### src/source/isaPkg.sv
// Processor shared definitions
package isaPkg;

	typedef logic [15:0] wordT;
	typedef logic [2:0] regIndexT;
	typedef logic [4:0] opcodeT;
	typedef logic [1:0] funcT;
	typedef logic [3:0] aluOpT;
	typedef logic [1:0] branchCondT;
	typedef logic [1:0] immSelT;

	// Opcodes, instr[15:11]
	localparam opcodeT opHalt     = 5'b00000;
	localparam opcodeT opNop      = 5'b00001;
	localparam opcodeT opSiic     = 5'b00010;
	localparam opcodeT opRti      = 5'b00011;
	localparam opcodeT opJ        = 5'b00100;
	localparam opcodeT opJr       = 5'b00101;
	localparam opcodeT opJal      = 5'b00110;
	localparam opcodeT opJalr     = 5'b00111;
	localparam opcodeT opAddi     = 5'b01000;
	localparam opcodeT opSubi     = 5'b01001;
	localparam opcodeT opXori     = 5'b01010;
	localparam opcodeT opAndi     = 5'b01011;
	localparam opcodeT opBeqz     = 5'b01100;
	localparam opcodeT opBnez     = 5'b01101;
	localparam opcodeT opBltz     = 5'b01110;
	localparam opcodeT opBgez     = 5'b01111;
	localparam opcodeT opSt       = 5'b10000;
	localparam opcodeT opLd       = 5'b10001;
	localparam opcodeT opSlbi     = 5'b10010;
	localparam opcodeT opStu      = 5'b10011;
	localparam opcodeT opRoli     = 5'b10100;
	localparam opcodeT opSlli     = 5'b10101;
	localparam opcodeT opRori     = 5'b10110;
	localparam opcodeT opSrli     = 5'b10111;
	localparam opcodeT opLbi      = 5'b11000;
	localparam opcodeT opBtr      = 5'b11001;
	localparam opcodeT opShiftReg = 5'b11010;
	localparam opcodeT opArithReg = 5'b11011;
	localparam opcodeT opSeq      = 5'b11100;
	localparam opcodeT opSlt      = 5'b11101;
	localparam opcodeT opSle      = 5'b11110;
	localparam opcodeT opSco      = 5'b11111;

	localparam aluOpT aluAdd   = 4'd0;
	localparam aluOpT aluSub   = 4'd1;
	localparam aluOpT aluXor   = 4'd2;
	localparam aluOpT aluAndn  = 4'd3;
	localparam aluOpT aluAnd   = 4'd4;
	localparam aluOpT aluRol   = 4'd5;
	localparam aluOpT aluSll   = 4'd6;
	localparam aluOpT aluRor   = 4'd7;
	localparam aluOpT aluSrl   = 4'd8;
	localparam aluOpT aluSeq   = 4'd9;
	localparam aluOpT aluSlt   = 4'd10;
	localparam aluOpT aluSle   = 4'd11;
	localparam aluOpT aluSco   = 4'd12;
	localparam aluOpT aluBtr   = 4'd13;
	localparam aluOpT aluPassB = 4'd14;

	// Matches the low two opcode bits of the branches
	localparam branchCondT condEqz = 2'd0;
	localparam branchCondT condNez = 2'd1;
	localparam branchCondT condLtz = 2'd2;
	localparam branchCondT condGez = 2'd3;

	localparam immSelT immSigned5   = 2'd0;
	localparam immSelT immUnsigned5 = 2'd1;
	localparam immSelT immSigned8   = 2'd2;
	localparam immSelT immDisp11    = 2'd3;

	typedef enum logic [1:0] {execute, busWait, halted} memStateT;

endpackage

### src/source/controlDecoder.sv
// Instruction control decoder
`timescale 1ns/1ps

module controlDecoder (
	input isaPkg::wordT instr,
	output logic regWrite,
	output logic aluSrc,
	output logic memWrite,
	output logic memRead,
	output logic memToReg,
	output logic branchCtl,
	output logic jumpCtl,
	output logic linkCtl,
	output logic stu,
	output logic lbi,
	output logic slbi,
	output logic stop,
	output isaPkg::aluOpT aluOp,
	output isaPkg::branchCondT branchCond,
	output isaPkg::immSelT immSelect,
	output isaPkg::regIndexT regTarget
);

	isaPkg::opcodeT opcode;
	isaPkg::funcT func;

	assign opcode = instr[15:11];
	assign func = instr[1:0];

	// Shared by the rotate/shift immediates and the register shift group
	function automatic isaPkg::aluOpT shiftOp(input logic [1:0] code);
		case (code)
			2'd0: shiftOp = isaPkg::aluRol;
			2'd1: shiftOp = isaPkg::aluSll;
			2'd2: shiftOp = isaPkg::aluRor;
			default: shiftOp = isaPkg::aluSrl;
		endcase
	endfunction

	function automatic isaPkg::aluOpT arithOp(input isaPkg::funcT code);
		case (code)
			2'd0: arithOp = isaPkg::aluAdd;
			2'd1: arithOp = isaPkg::aluSub;
			2'd2: arithOp = isaPkg::aluXor;
			default: arithOp = isaPkg::aluAndn;
		endcase
	endfunction

	always_comb begin
		regWrite = 1'b0;
		aluSrc = 1'b0;
		memWrite = 1'b0;
		memRead = 1'b0;
		memToReg = 1'b0;
		branchCtl = 1'b0;
		jumpCtl = 1'b0;
		linkCtl = 1'b0;
		stu = 1'b0;
		lbi = 1'b0;
		slbi = 1'b0;
		stop = 1'b1;
		aluOp = isaPkg::aluAdd;
		branchCond = opcode[1:0];
		immSelect = isaPkg::immSigned5;
		regTarget = instr[7:5];
		case (opcode)
			isaPkg::opHalt, isaPkg::opSiic, isaPkg::opRti: begin
				stop = 1'b1;
			end
			isaPkg::opNop: begin
				stop = 1'b0;
			end
			isaPkg::opAddi, isaPkg::opSubi: begin
				stop = 1'b0;
				regWrite = 1'b1;
				aluSrc = 1'b1;
				aluOp = opcode[0] ? isaPkg::aluSub : isaPkg::aluAdd;
			end
			isaPkg::opXori, isaPkg::opAndi: begin
				stop = 1'b0;
				regWrite = 1'b1;
				aluSrc = 1'b1;
				immSelect = isaPkg::immUnsigned5;
				aluOp = opcode[0] ? isaPkg::aluAnd : isaPkg::aluXor;
			end
			isaPkg::opRoli, isaPkg::opSlli, isaPkg::opRori, isaPkg::opSrli: begin
				stop = 1'b0;
				regWrite = 1'b1;
				aluSrc = 1'b1;
				immSelect = isaPkg::immUnsigned5;
				aluOp = shiftOp(opcode[1:0]);
			end
			isaPkg::opArithReg, isaPkg::opShiftReg: begin
				stop = 1'b0;
				regWrite = 1'b1;
				regTarget = instr[4:2];
				aluOp = opcode[0] ? arithOp(func) : shiftOp(func);
			end
			isaPkg::opSeq, isaPkg::opSlt, isaPkg::opSle, isaPkg::opSco, isaPkg::opBtr: begin
				stop = 1'b0;
				regWrite = 1'b1;
				regTarget = instr[4:2];
				case (opcode)
					isaPkg::opSeq: aluOp = isaPkg::aluSeq;
					isaPkg::opSlt: aluOp = isaPkg::aluSlt;
					isaPkg::opSle: aluOp = isaPkg::aluSle;
					isaPkg::opSco: aluOp = isaPkg::aluSco;
					default: aluOp = isaPkg::aluBtr;
				endcase
			end
			isaPkg::opSt, isaPkg::opLd, isaPkg::opStu: begin
				stop = 1'b0;
				aluSrc = 1'b1;
				memToReg = 1'b1;
				memRead = (opcode == isaPkg::opLd);
				memWrite = (opcode != isaPkg::opLd);
				regWrite = (opcode != isaPkg::opSt);
				stu = (opcode == isaPkg::opStu);
				// stu writes the address back into rs
				if (opcode == isaPkg::opStu) begin
					regTarget = instr[10:8];
				end
			end
			isaPkg::opLbi, isaPkg::opSlbi: begin
				stop = 1'b0;
				regWrite = 1'b1;
				aluSrc = 1'b1;
				immSelect = isaPkg::immSigned8;
				regTarget = instr[10:8];
				lbi = (opcode == isaPkg::opLbi);
				slbi = (opcode == isaPkg::opSlbi);
				aluOp = slbi ? isaPkg::aluPassB : isaPkg::aluAdd;
			end
			isaPkg::opBeqz, isaPkg::opBnez, isaPkg::opBltz, isaPkg::opBgez: begin
				stop = 1'b0;
				branchCtl = 1'b1;
				immSelect = isaPkg::immSigned8;
			end
			isaPkg::opJ, isaPkg::opJr, isaPkg::opJal, isaPkg::opJalr: begin
				stop = 1'b0;
				jumpCtl = 1'b1;
				// Odd opcodes are register based
				immSelect = opcode[0] ? isaPkg::immSigned8 : isaPkg::immDisp11;
				linkCtl = opcode[1];
				regWrite = opcode[1];
				regTarget = 3'd7;
			end
			default: begin
				stop = 1'b1;
			end
		endcase
	end

endmodule

### src/source/registerFile.sv
// Eight entry register file
`timescale 1ns/1ps

module registerFile (
	input logic clk,
	input logic reset,
	input logic writeEnable,
	input isaPkg::regIndexT writeIndex,
	input isaPkg::regIndexT readIndexA,
	input isaPkg::regIndexT readIndexB,
	input isaPkg::wordT writeData,
	output isaPkg::wordT readDataA,
	output isaPkg::wordT readDataB
);

	isaPkg::wordT registers [8];

	always_ff @(posedge clk) begin
		if (reset) begin
			for (int i = 0; i < 8; i++) begin
				registers[i] <= '0;
			end
		end else if (writeEnable) begin
			registers[writeIndex] <= writeData;
		end
	end

	// Asynchronous reads, no bypass
	assign readDataA = registers[readIndexA];
	assign readDataB = registers[readIndexB];

endmodule

### src/source/aluUnit.sv
// Processor ALU
`timescale 1ns/1ps

module aluUnit (
	input isaPkg::wordT operandA,
	input isaPkg::wordT operandB,
	input isaPkg::aluOpT aluOp,
	output isaPkg::wordT result
);

	logic [16:0] sum;
	logic [3:0] amount;
	logic [31:0] rotLeft;
	logic [31:0] rotRight;
	isaPkg::wordT reversed;

	assign amount = operandB[3:0];
	assign sum = {1'b0, operandA} + {1'b0, operandB};

	// Rotates through a doubled copy of the operand
	assign rotLeft = {operandA, operandA} << amount;
	assign rotRight = {operandA, operandA} >> amount;

	always_comb begin
		for (int i = 0; i < 16; i++) begin
			reversed[i] = operandA[15 - i];
		end
	end

	always_comb begin
		case (aluOp)
			isaPkg::aluAdd: result = sum[15:0];
			isaPkg::aluSub: result = operandA - operandB;
			isaPkg::aluXor: result = operandA ^ operandB;
			isaPkg::aluAndn: result = operandA & ~operandB;
			isaPkg::aluAnd: result = operandA & operandB;
			isaPkg::aluRol: result = rotLeft[31:16];
			isaPkg::aluSll: result = operandA << amount;
			isaPkg::aluRor: result = rotRight[15:0];
			isaPkg::aluSrl: result = operandA >> amount;
			isaPkg::aluSeq: result = {15'd0, operandA == operandB};
			// Signed compares
			isaPkg::aluSlt: result = {15'd0, $signed(operandA) < $signed(operandB)};
			isaPkg::aluSle: result = {15'd0, $signed(operandA) <= $signed(operandB)};
			isaPkg::aluSco: result = {15'd0, sum[16]};
			isaPkg::aluBtr: result = reversed;
			isaPkg::aluPassB: result = operandB;
			default: result = sum[15:0];
		endcase
	end

endmodule

### src/source/programCounter.sv
// Program counter and branch resolution
`timescale 1ns/1ps

module programCounter #(
	parameter isaPkg::wordT resetVector = 16'h0000
) (
	input logic clk,
	input logic reset,
	input logic advance,
	input logic branchCtl,
	input logic jumpCtl,
	input logic jumpRegister,
	input isaPkg::branchCondT branchCond,
	input isaPkg::wordT testValue,
	input isaPkg::wordT offset,
	input isaPkg::wordT baseRegister,
	output isaPkg::wordT pc,
	output isaPkg::wordT pcPlusTwo
);

	logic taken;
	isaPkg::wordT nextPc;

	assign pcPlusTwo = pc + 16'd2;

	always_comb begin
		case (branchCond)
			isaPkg::condEqz: taken = (testValue == '0);
			isaPkg::condNez: taken = (testValue != '0);
			isaPkg::condLtz: taken = testValue[15];
			isaPkg::condGez: taken = !testValue[15];
			default: taken = 1'b0;
		endcase
		if (jumpCtl && jumpRegister) begin
			nextPc = baseRegister + offset;
		end else if (jumpCtl || (branchCtl && taken)) begin
			nextPc = pcPlusTwo + offset;
		end else begin
			nextPc = pcPlusTwo;
		end
	end

	always_ff @(posedge clk) begin
		if (reset) begin
			pc <= resetVector;
		end else if (advance) begin
			pc <= nextPc;
		end
	end

endmodule

### src/source/memoryInterface.sv
// Wishbone classic data master
`timescale 1ns/1ps

module memoryInterface (
	input logic clk,
	input logic reset,
	input logic memRead,
	input logic memWrite,
	input logic stop,
	input isaPkg::wordT address,
	input isaPkg::wordT storeData,
	input isaPkg::wordT datIn,
	input logic ack,
	output logic cyc,
	output logic stb,
	output logic we,
	output isaPkg::wordT adr,
	output isaPkg::wordT datOut,
	output isaPkg::wordT loadData,
	output logic stall,
	output logic retire,
	output logic halted
);

	isaPkg::memStateT state;
	logic memAccess;
	logic startAccess;

	assign memAccess = memRead || memWrite;
	assign startAccess = (state == isaPkg::execute) && memAccess;

	// Instruction is held while the bus cycle is open
	assign stall = startAccess || (state == isaPkg::busWait && !ack);
	assign retire = (state == isaPkg::execute && !stop) || (state == isaPkg::busWait);
	assign halted = (state == isaPkg::halted);
	assign loadData = datIn;

	always_ff @(posedge clk) begin
		if (reset) begin
			state <= isaPkg::execute;
			cyc <= 1'b0;
			stb <= 1'b0;
			we <= 1'b0;
		end else begin
			case (state)
				isaPkg::execute: begin
					if (stop) begin
						state <= isaPkg::halted;
					end else if (memAccess) begin
						state <= isaPkg::busWait;
						cyc <= 1'b1;
						stb <= 1'b1;
						we <= memWrite;
					end
				end
				isaPkg::busWait: begin
					if (ack) begin
						state <= isaPkg::execute;
						cyc <= 1'b0;
						stb <= 1'b0;
						we <= 1'b0;
					end
				end
				default: state <= isaPkg::halted;
			endcase
		end
	end

	always_ff @(posedge clk) begin
		if (startAccess) begin
			adr <= address;
			datOut <= storeData;
		end
	end

	assert property (@(posedge clk) disable iff (reset)
		stb && !ack |=> $stable(adr) && $stable(we) && $stable(datOut))
		else $error("bus request changed before ack");

endmodule

### src/source/cpuCore.sv
// Processor core top level
`timescale 1ns/1ps

module cpuCore #(
	parameter isaPkg::wordT resetVector = 16'h0000
) (
	input logic clk,
	input logic reset,
	input isaPkg::wordT instr,
	input isaPkg::wordT datIn,
	input logic ack,
	output isaPkg::wordT pc,
	output isaPkg::wordT adr,
	output isaPkg::wordT datOut,
	output logic cyc,
	output logic stb,
	output logic we,
	output logic halted
);

	logic regWrite, aluSrc, memWrite, memRead, memToReg;
	logic branchCtl, jumpCtl, linkCtl, stu, lbi, slbi, stop;
	logic stall, retire, commit, jumpRegister;
	isaPkg::aluOpT aluOp;
	isaPkg::branchCondT branchCond;
	isaPkg::immSelT immSelect;
	isaPkg::regIndexT regTarget;
	isaPkg::wordT immediate, aluA, aluB, aluResult;
	isaPkg::wordT readDataA, readDataB, writeData, loadData, pcPlusTwo;

	controlDecoder controlDecoder_inst (
		.instr(instr), .regWrite(regWrite), .aluSrc(aluSrc), .memWrite(memWrite),
		.memRead(memRead), .memToReg(memToReg), .branchCtl(branchCtl), .jumpCtl(jumpCtl),
		.linkCtl(linkCtl), .stu(stu), .lbi(lbi), .slbi(slbi), .stop(stop), .aluOp(aluOp),
		.branchCond(branchCond), .immSelect(immSelect), .regTarget(regTarget)
	);

	always_comb begin
		case (immSelect)
			isaPkg::immSigned5: immediate = {{11{instr[4]}}, instr[4:0]};
			isaPkg::immUnsigned5: immediate = {11'd0, instr[4:0]};
			isaPkg::immSigned8: immediate = {{8{instr[7]}}, instr[7:0]};
			isaPkg::immDisp11: immediate = {{5{instr[10]}}, instr[10:0]};
			default: immediate = '0;
		endcase
	end

	// lbi adds to zero, slbi passes the shifted and merged byte
	assign aluA = lbi ? '0 : readDataA;
	assign aluB = slbi ? {readDataA[7:0], instr[7:0]} : (aluSrc ? immediate : readDataB);

	// stu writes back the address, not the bus data
	assign writeData = linkCtl ? pcPlusTwo : ((memToReg && !stu) ? loadData : aluResult);
	assign commit = retire && !stall;
	assign jumpRegister = jumpCtl && (immSelect == isaPkg::immSigned8);

	registerFile registerFile_inst (
		.clk(clk), .reset(reset), .writeEnable(regWrite && commit), .writeIndex(regTarget),
		.readIndexA(instr[10:8]), .readIndexB(instr[7:5]), .writeData(writeData),
		.readDataA(readDataA), .readDataB(readDataB)
	);

	aluUnit aluUnit_inst (.operandA(aluA), .operandB(aluB), .aluOp(aluOp), .result(aluResult));

	programCounter #(.resetVector(resetVector)) programCounter_inst (
		.clk(clk), .reset(reset), .advance(commit), .branchCtl(branchCtl), .jumpCtl(jumpCtl),
		.jumpRegister(jumpRegister), .branchCond(branchCond), .testValue(readDataA),
		.offset(immediate), .baseRegister(readDataA), .pc(pc), .pcPlusTwo(pcPlusTwo)
	);

	memoryInterface memoryInterface_inst (
		.clk(clk), .reset(reset), .memRead(memRead), .memWrite(memWrite), .stop(stop),
		.address(aluResult), .storeData(readDataB), .datIn(datIn), .ack(ack), .cyc(cyc),
		.stb(stb), .we(we), .adr(adr), .datOut(datOut), .loadData(loadData), .stall(stall),
		.retire(retire), .halted(halted)
	);

	// Once stopped, the core stays frozen and off the bus
	assert property (@(posedge clk) disable iff (reset)
		(memoryInterface_inst.state == isaPkg::halted) |=> $stable(pc) && !cyc)
		else $error("core moved after halt");

endmodule

### config.mk
export PLATFORM = sky130hd
export DESIGN_NAME = cpuCore
export DESIGN_NICKNAME = d
export VERILOG_FILES = /design/src/source/isaPkg.sv /design/src/source/controlDecoder.sv /design/src/source/registerFile.sv /design/src/source/aluUnit.sv /design/src/source/programCounter.sv /design/src/source/memoryInterface.sv /design/src/source/cpuCore.sv
export SDC_FILE = /design/constraint.sdc
export NUM_CORES = 1
export LEC_CHECK = 0
export BUFFER_PORTS_ARGS = -buffer_cell sky130_fd_sc_hd__buf_2
export CAP_MARGIN = 40
export CORE_MARGIN = 2
export CORE_UTILIZATION = 48
export DETAILED_ROUTE_END_ITERATION = 8
export PLACE_DENSITY = 0.64
export SYNTH_ARGS = -nofsm -noshare
export SYNTH_HDL_FRONTEND = slang
export SYNTH_SLANG_ARGS = --single-unit
export TNS_END_PERCENT = 5
### constraint.sdc
create_clock -name clk -period 12.2 [get_ports clk]
set_input_delay 1.22 -clock clk [delete_from_list [all_inputs] [get_ports clk]]
set_output_delay 1.22 -clock clk [all_outputs]
set_load 0.01 [all_outputs]
==> results of run 1 <==
## cell type report
| cell class | instances | share of cell area [%] |
|---|---|---|
| multi-input cells | 1402 | 57.5 |
| flip-flops and latches | 180 | 29.1 |
| repair buffers | 138 | 5.23 |
| well taps | 448 | 3.14 |
| clock buffers | 17 | 2.38 |
| inverters | 70 | 1.48 |
| clock inverters | 15 | 1.10 |
| diodes | 1 | 0.0140 |
## tightest hold or removal path: stages (launching register included)
cell and delay (ps):
dfxtp_1 330, o21ai_0 70, a21oi_1 60
## cells by family (layout without fill, tap and decap cells)
kind of cell / Yosys count / count (layout) / share of synthesized area, %
compound gates: 469 / 469 / 20.4
xor+xnor: 52 / 52 / 2.80
fa+ha+maj: 78 / 78 / 6.18
buf+inv: 196 / 240 / 5.19
flops: 180 / 180 / 32.0
mux: 136 / 136 / 13.6
other cells: 0 / 1 / 0
simple gates: 667 / 667 / 19.9
## cell usage after synthesis, drive strengths merged (21+ instances only)
| cell type | number |
|---|---|
| a211oi | 27 |
| a21o | 21 |
| a21oi | 96 |
| buf | 50 |
| clkbuf | 76 |
| edfxtp | 160 |
| ha | 74 |
| inv | 68 |
| mux2 | 28 |
| mux2i | 42 |
| mux4 | 66 |
| nand2 | 119 |
| nand3 | 81 |
| nor2 | 240 |
| nor3 | 63 |
| nor4 | 27 |
| o211ai | 34 |
| o21ai | 93 |
| o22ai | 27 |
| xnor2 | 32 |
## path summary, 6_finish.rpt
path,end,slack [ps],depth (start not counted)
setup / recovery,registerFile_inst.registers[7][14],4270,22
hold / removal,memoryInterface_inst.cyc,510,2
setup reg to reg,registerFile_inst.registers[7][14],6100,19
hold reg to reg,memoryInterface_inst.cyc,510,2
## metrics by stage
step | hold WS, ps | instance area (µm²) | worst slack (ps) | power [W]
2_1_floorplan | 519 | 16300 | 5850 | 0.00145
6_report | 515 | 17900 | 4270 | 0.00241
3_3_place_gp | 488 | 17000 | 3800 | 0.00178
3_5_place_dp | 503 | 17300 | 4000 | 0.00180
4_1_cts | 513 | 17900 | 4490 | 0.00238
5_1_grt | 532 | 17900 | 3930 | 0.00251
## state kept, by name, indices dropped and copies added, names as in the netlist
| name | flops |
|---|---|
| memoryInterface_inst.state | 2 |
| memoryInterface_inst.we | 1 |
| memoryInterface_inst.cyc | 1 |
| programCounter_inst.pc | 16 |
| memoryInterface_inst.adr | 16 |
| registerFile_inst.registers | 128 |
| memoryInterface_inst.datOut | 16 |
## routing by layer
layer,wire [µm],share of wire (%)
met3,6560,10
met2,29200,44
met4,5690,8.7
met1,24200,37
met5,0,0
## power breakdown
part / switching (W) / internal, W / total (W)
Combinational: 0.000732 / 0.000364 / 0.00110
Sequential: 0.0000211 / 0.000708 / 0.000729
Clock: 0.000309 / 0.000282 / 0.000590
Total: 0.00106 / 0.00135 / 0.00241
==> flow_summary.toml, run 1 <==
[run_status]
status = "complete, no violations"

[logic_synthesis]
synth_top_area_share_pct = 29.5
seq_area_frac_synth_pct = 32.0
synth_cells = 1778
yosys_warnings = 0
synth_edf_count = 160
syn-cell-area_mm2 = 0.0163
dominantRegCellSynth = "edfxtp_1"
synthTopCellsByArea = "edfxtp_1 29%, mux4_2 9.1%, ha_1 5.7%, nor2_1 5.5%, a21oi_1 2.9%"
avgSynthCellArea_um2 = 9.16
ys_seq_elements = 180
syn_nets = 1891
synthArstFlopShare_pct = 0
yosysTopAreaCell = "edfxtp_1"
synth_cell_types = 109

[final_layout]
regArea_mm2 = 0.00520
layout_common_cells = "237 x nor2_1, 160 x edfxtp_1, 118 x nand2_1"
fill_cells = 3048
layout.nets = 1922
finish.utilization_pct = 53.4
final_common_cell = "nor2_1"
final_cells = 2271
drive_gt1_share_pct = 18.0
area_growth_pct = 9.76
multiInputGateArea_mm2 = 0.0103

[clocking]
post_cts_buffers = 0
cts_root_buf = "clkbuf_16"
cts_resized = 0
cts_hold_buf = 0
insertion_delay_ps = 480
cts_inserted_buffers = 17
clk_path_buf_depth = 2
cts_tree = "done"
h-tree-depth = 4
path_clk_slew_ps = 90
clock-sinks = 180

[floorplan]
initial_core_util_pct = 48.7
die-area_mm2 = 0.0354
coreArea_mm2 = 0.0334
ios = 87
fp.dieW_um = 188
rows = 67
die_y_um = 188

[placement]
io_buffers = 86
dpl.cell_count = 2238
dp_hpwl_um = 48100
place_congestion = 1.06

[route]
first_pass_iters = 9
avgRoutedWirePerCell_um = 28.9
viasPerCell = 6.91
drc = 0
via_count = 15700
drt-total-wl_um = 65600
drtIter0Drc = 2239
drtAntennaViolNets = 0

[worst_setup_path]
cp-startpoint = "instr[11]"
crit_buf_inv = 5
critical_path_required_ps = 12410
slowest_delay_ps = 730
r2r-start = "registerFile_inst.registers[6][0]"
path_max_fanout = 49
cp-start-kind = "primary input"
cp.arrival_ps = 8140
worstSetupEndpointType = "flip-flop"
path_delay_family = "compound AO/OA/AOI/OAI gates"
cp_cell_sequence = "buf_2 -> inv_1 -> ha_1 -> o41ai_4 -> o22ai_4 -> nor3_4 -> mux2i_4 -> buf_4 -> inv_2 -> fa_1 -> nor2b_1 -> o21ai_0 -> a21oi_1 -> o21ai_0 -> a21oi_1 -> or4b_2 -> a31oi_1 -> a2111oi_0 -> buf_1 -> nand3_1 -> o211ai_1 -> nor2_1"
slowest_stage = "o41ai_4"
worstSetupPathType = "in -> reg"

[timing]
worst_pin_slew_ps = 943
setup_violations = 0
skew_ps = 22.4
finalSetupTns_ps = 0
relSlewSlack_pct = 36.9
hold_viol = 0
fin_crit_sh_pct = 65.0
drv_slew = 0
fin_crit_ps = 7930
rsz0062_at_grt = "false"
timing.fmax_mhz = 126

[power_and_ir_drop]
p_leak_nw = 6.90
ir_drop_mv = 0.145
power_per_cell_area_mw_per_mm2 = 135

[job]
cap_violations = 0

[hold_path]
min_path_type = "reg -> reg"
min_from = "memoryInterface_inst.cyc"

[grt]
busiest_layer = "met2"
use_met2_pct = 56.9
grt_max_degree = 50
grt-ovfl-total = 0
grtUsageTotal_pct = 37.0
antenna_found_initial = 2
grt_pass1_vias = 14900
grt_pass1_wl_um = 96500
met1_usage_pct = 46.8
grtUsageMet3_pct = 6.76
No activity file was read; power rests on OpenSTA's default activity.
==> run 2: changes to the inputs <==
--- a/config.mk
+++ b/config.mk
@@ -5,12 +5,13 @@
 export SDC_FILE = /design/constraint.sdc
 export NUM_CORES = 1
 export LEC_CHECK = 0
+export ABC_AREA = 1
 export BUFFER_PORTS_ARGS = -buffer_cell sky130_fd_sc_hd__buf_2
 export CAP_MARGIN = 40
 export CORE_MARGIN = 2
 export CORE_UTILIZATION = 48
 export DETAILED_ROUTE_END_ITERATION = 8
-export PLACE_DENSITY = 0.64
+export PLACE_DENSITY = 0.66
 export SYNTH_ARGS = -nofsm -noshare
 export SYNTH_HDL_FRONTEND = slang
 export SYNTH_SLANG_ARGS = --single-unit
==> constraint.sdc (replaced) <==
create_clock -name clk -period 6.7 [get_ports clk]
set_input_delay 0.67 -clock clk [delete_from_list [all_inputs] [get_ports clk]]
set_output_delay 0.67 -clock clk [all_outputs]
set_load 0.01 [all_outputs]
==> flow_summary.toml, run 2 <==
[placement]
preCtsSetupSlack_ps = 849
dp_hpwl_um = 54300
io_buffers = 86
place_congestion = 1.11
dpl.cell_count = 3047

[worst_setup_path]
worstSetupEndpointType = "flip-flop"
cp-start-kind = "primary input"
cp.arrival_ps = 5820
slowest_delay_ps = 440
rrSetupSlack_ps = 1760
worstSetupPathType = "in -> reg"
worst_path_most_repeated_cell = "nand2_1"
path_max_fanout = 13
critical_path_required_ps = 6900
slowest_stage = "ha_1"

[power_and_ir_drop]
p_int_w = 0.00249
clockPowerShare_pct = 22.3
ir_drop_mv = 0.238
p_leak_nw = 8.62
total_power_w = 0.00470
switchingPower_w = 0.00221
power_per_cell_area_mw_per_mm2 = 255
p_sw_share_pct = 47.1
seq_power_share_pct = 28.6
combinationalPowerShare_pct = 49.1

[logic_synthesis]
yosys_warnings = 0
synthAdderAreaFrac_pct = 5.99
syn_nets = 2658
synthArstFlopShare_pct = 0
synth_cells = 2545
yosys.area_share.simple_pct = 32.6
avgSynthCellArea_um2 = 6.60
synthMuxAreaShare_pct = 0.0596
ys_seq_elements = 180
synth_compound_area_share_pct = 18.6
synth_most_common_cell = "nand2_1"
synth_top_area_share_pct = 28.6
synthTopCellsByArea = "edfxtp_1 29%, nand2_1 14%, nand3_1 9.8%, a21oi_1 9.2%, inv_1 5.7%"
synth_cell_types = 50
synth_edf_count = 160
syn-cell-area_mm2 = 0.0168
seq_area_frac_synth_pct = 31.0
synth_top_family_by_area = "simple AND/OR/NAND/NOR gates"
dominantRegCellSynth = "edfxtp_1"
yosysTopAreaCell = "edfxtp_1"
synth_common_cells = "621 x nand2_1, 328 x nand3_1, 309 x a21oi_1"
synthXorXnorAreaFrac_pct = 2.45

[route]
first_pass_iters = 9
via_count = 18700
drc = 0
viasPerCell = 6.08
avgRoutedWirePerCell_um = 23.4
drt-total-wl_um = 72200
drtAntennaViolNets = 0
drtIter0Drc = 2315

[job]
cap_violations = 0

[floorplan]
ios = 87
fp.dieW_um = 191
initial_core_util_pct = 48.6
coreArea_mm2 = 0.0345
rows = 68
die_y_um = 191
die-area_mm2 = 0.0365

[final_layout]
area_growth_pct = 9.74
layout_common_cells = "621 x nand2_1, 328 x nand3_1, 309 x a21oi_1"
layout.nets = 2724
final_common_cell = "nand2_1"
regArea_mm2 = 0.00520
final_cells = 3080
multiInputGateArea_mm2 = 0.0100
fill_cells = 3525
drive_gt1_share_pct = 10.1
largest-register = "registerFile_inst.registers"
largest_reg_flops = 128

[timing]
skew_ps = 20.7
rsz0062_at_grt = "false"
fin_crit_sh_pct = 83.8
whs_ps = 465
fin_crit_ps = 5620
timing.fmax_mhz = 178
worst_pin_slew_ps = 951
setup_violations = 0
finalSetupTns_ps = 0
hold_viol = 0
setup_slack_ps = 1080
relSlewSlack_pct = 36.6
drv_slew = 0

[clocking]
path_clk_slew_ps = 70
post_cts_buffers = 0
h-tree-depth = 4
cts_resized = 0
cts_root_buf = "clkbuf_16"
clk_path_buf_depth = 2
cts_hold_buf = 0
cts_tree = "done"
insertion_delay_ps = 470
clock-sinks = 180
cts_inserted_buffers = 17

[grt]
grtUsageTotal_pct = 39.7
grt_max_degree = 104
grt-ovfl-total = 0
grt_pass1_vias = 17500
grt_pass1_wl_um = 107000
antenna_found_initial = 2

[run_status]
status = "complete, no violations"

[hold_path]
min_path_type = "reg -> reg"
-- run 2: routing by layer --
metal  part of all wire (%)  routed length [µm]  GRT usage, %
met1                     37               26800          47.1
met2                     47               33600          65.7
met3                    8.5                6130          6.33
met4                    7.8                5600          27.5
met5                      0                   0             0
-- run 2: power by group through the flow --
stage	Clock (W)	Combinational [W]	Sequential [W]
after CTS	0.00106	0.00224	0.00134
after global placement	0	0.00221	0.00137
after floorplan	0	0.00148	0.00137
after global routing	0.00109	0.00249	0.00135
after detailed placement	0	0.00223	0.00137
final	0.00105	0.00231	0.00134
-- run 2: worst max-delay path, delay by kind of cell --
| kind | cells | cell delay (ps) |
|---|---|---|
| compound gates | 5 | 950 |
| fa+ha+maj | 2 | 730 |
| buf+inv | 6 | 750 |
| simple gates | 16 | 2670 |
-- run 2: final cells by class --
class                           count  share of cell area, %
Clock buffer                       18                   2.33
Clock inverter                     14                  0.875
Sequential cell                   180                   28.2
Timing Repair Buffer              161                   5.48
Tap cell                          455                   3.09
Antenna cell                        1                 0.0136
Multi-Input combinational cell   1976                   54.4
Inverter                          275                   5.60
-- run 2: final timing paths --
path	startpoint	cells after the start	end
worst max-delay path	instr[11]	29	registerFile_inst.registers[5][15]
worst min-delay path	memoryInterface_inst.we	2	memoryInterface_inst.we
worst max register to register	registerFile_inst.registers[1][8]	25	registerFile_inst.registers[5][15]
worst min register to register	memoryInterface_inst.we	2	memoryInterface_inst.we
-- run 2: cells by family after synthesis --
group	count (synthesis)
simple gates	1275
fa+ha+maj	78
xor+xnor	47
compound gates	575
flops	180
mux	1
buf+inv	389
-- run 2: through the flow --
step / instance area, µm² / util, %
2_1_floorplan: 16800 / -
3_3_place_gp: 17800 / 51.6
3_5_place_dp: 17800 / 51.7
4_1_cts: 18400 / 53.4
5_1_grt: 18400 / 53.4
6_report: 18400 / 53.4
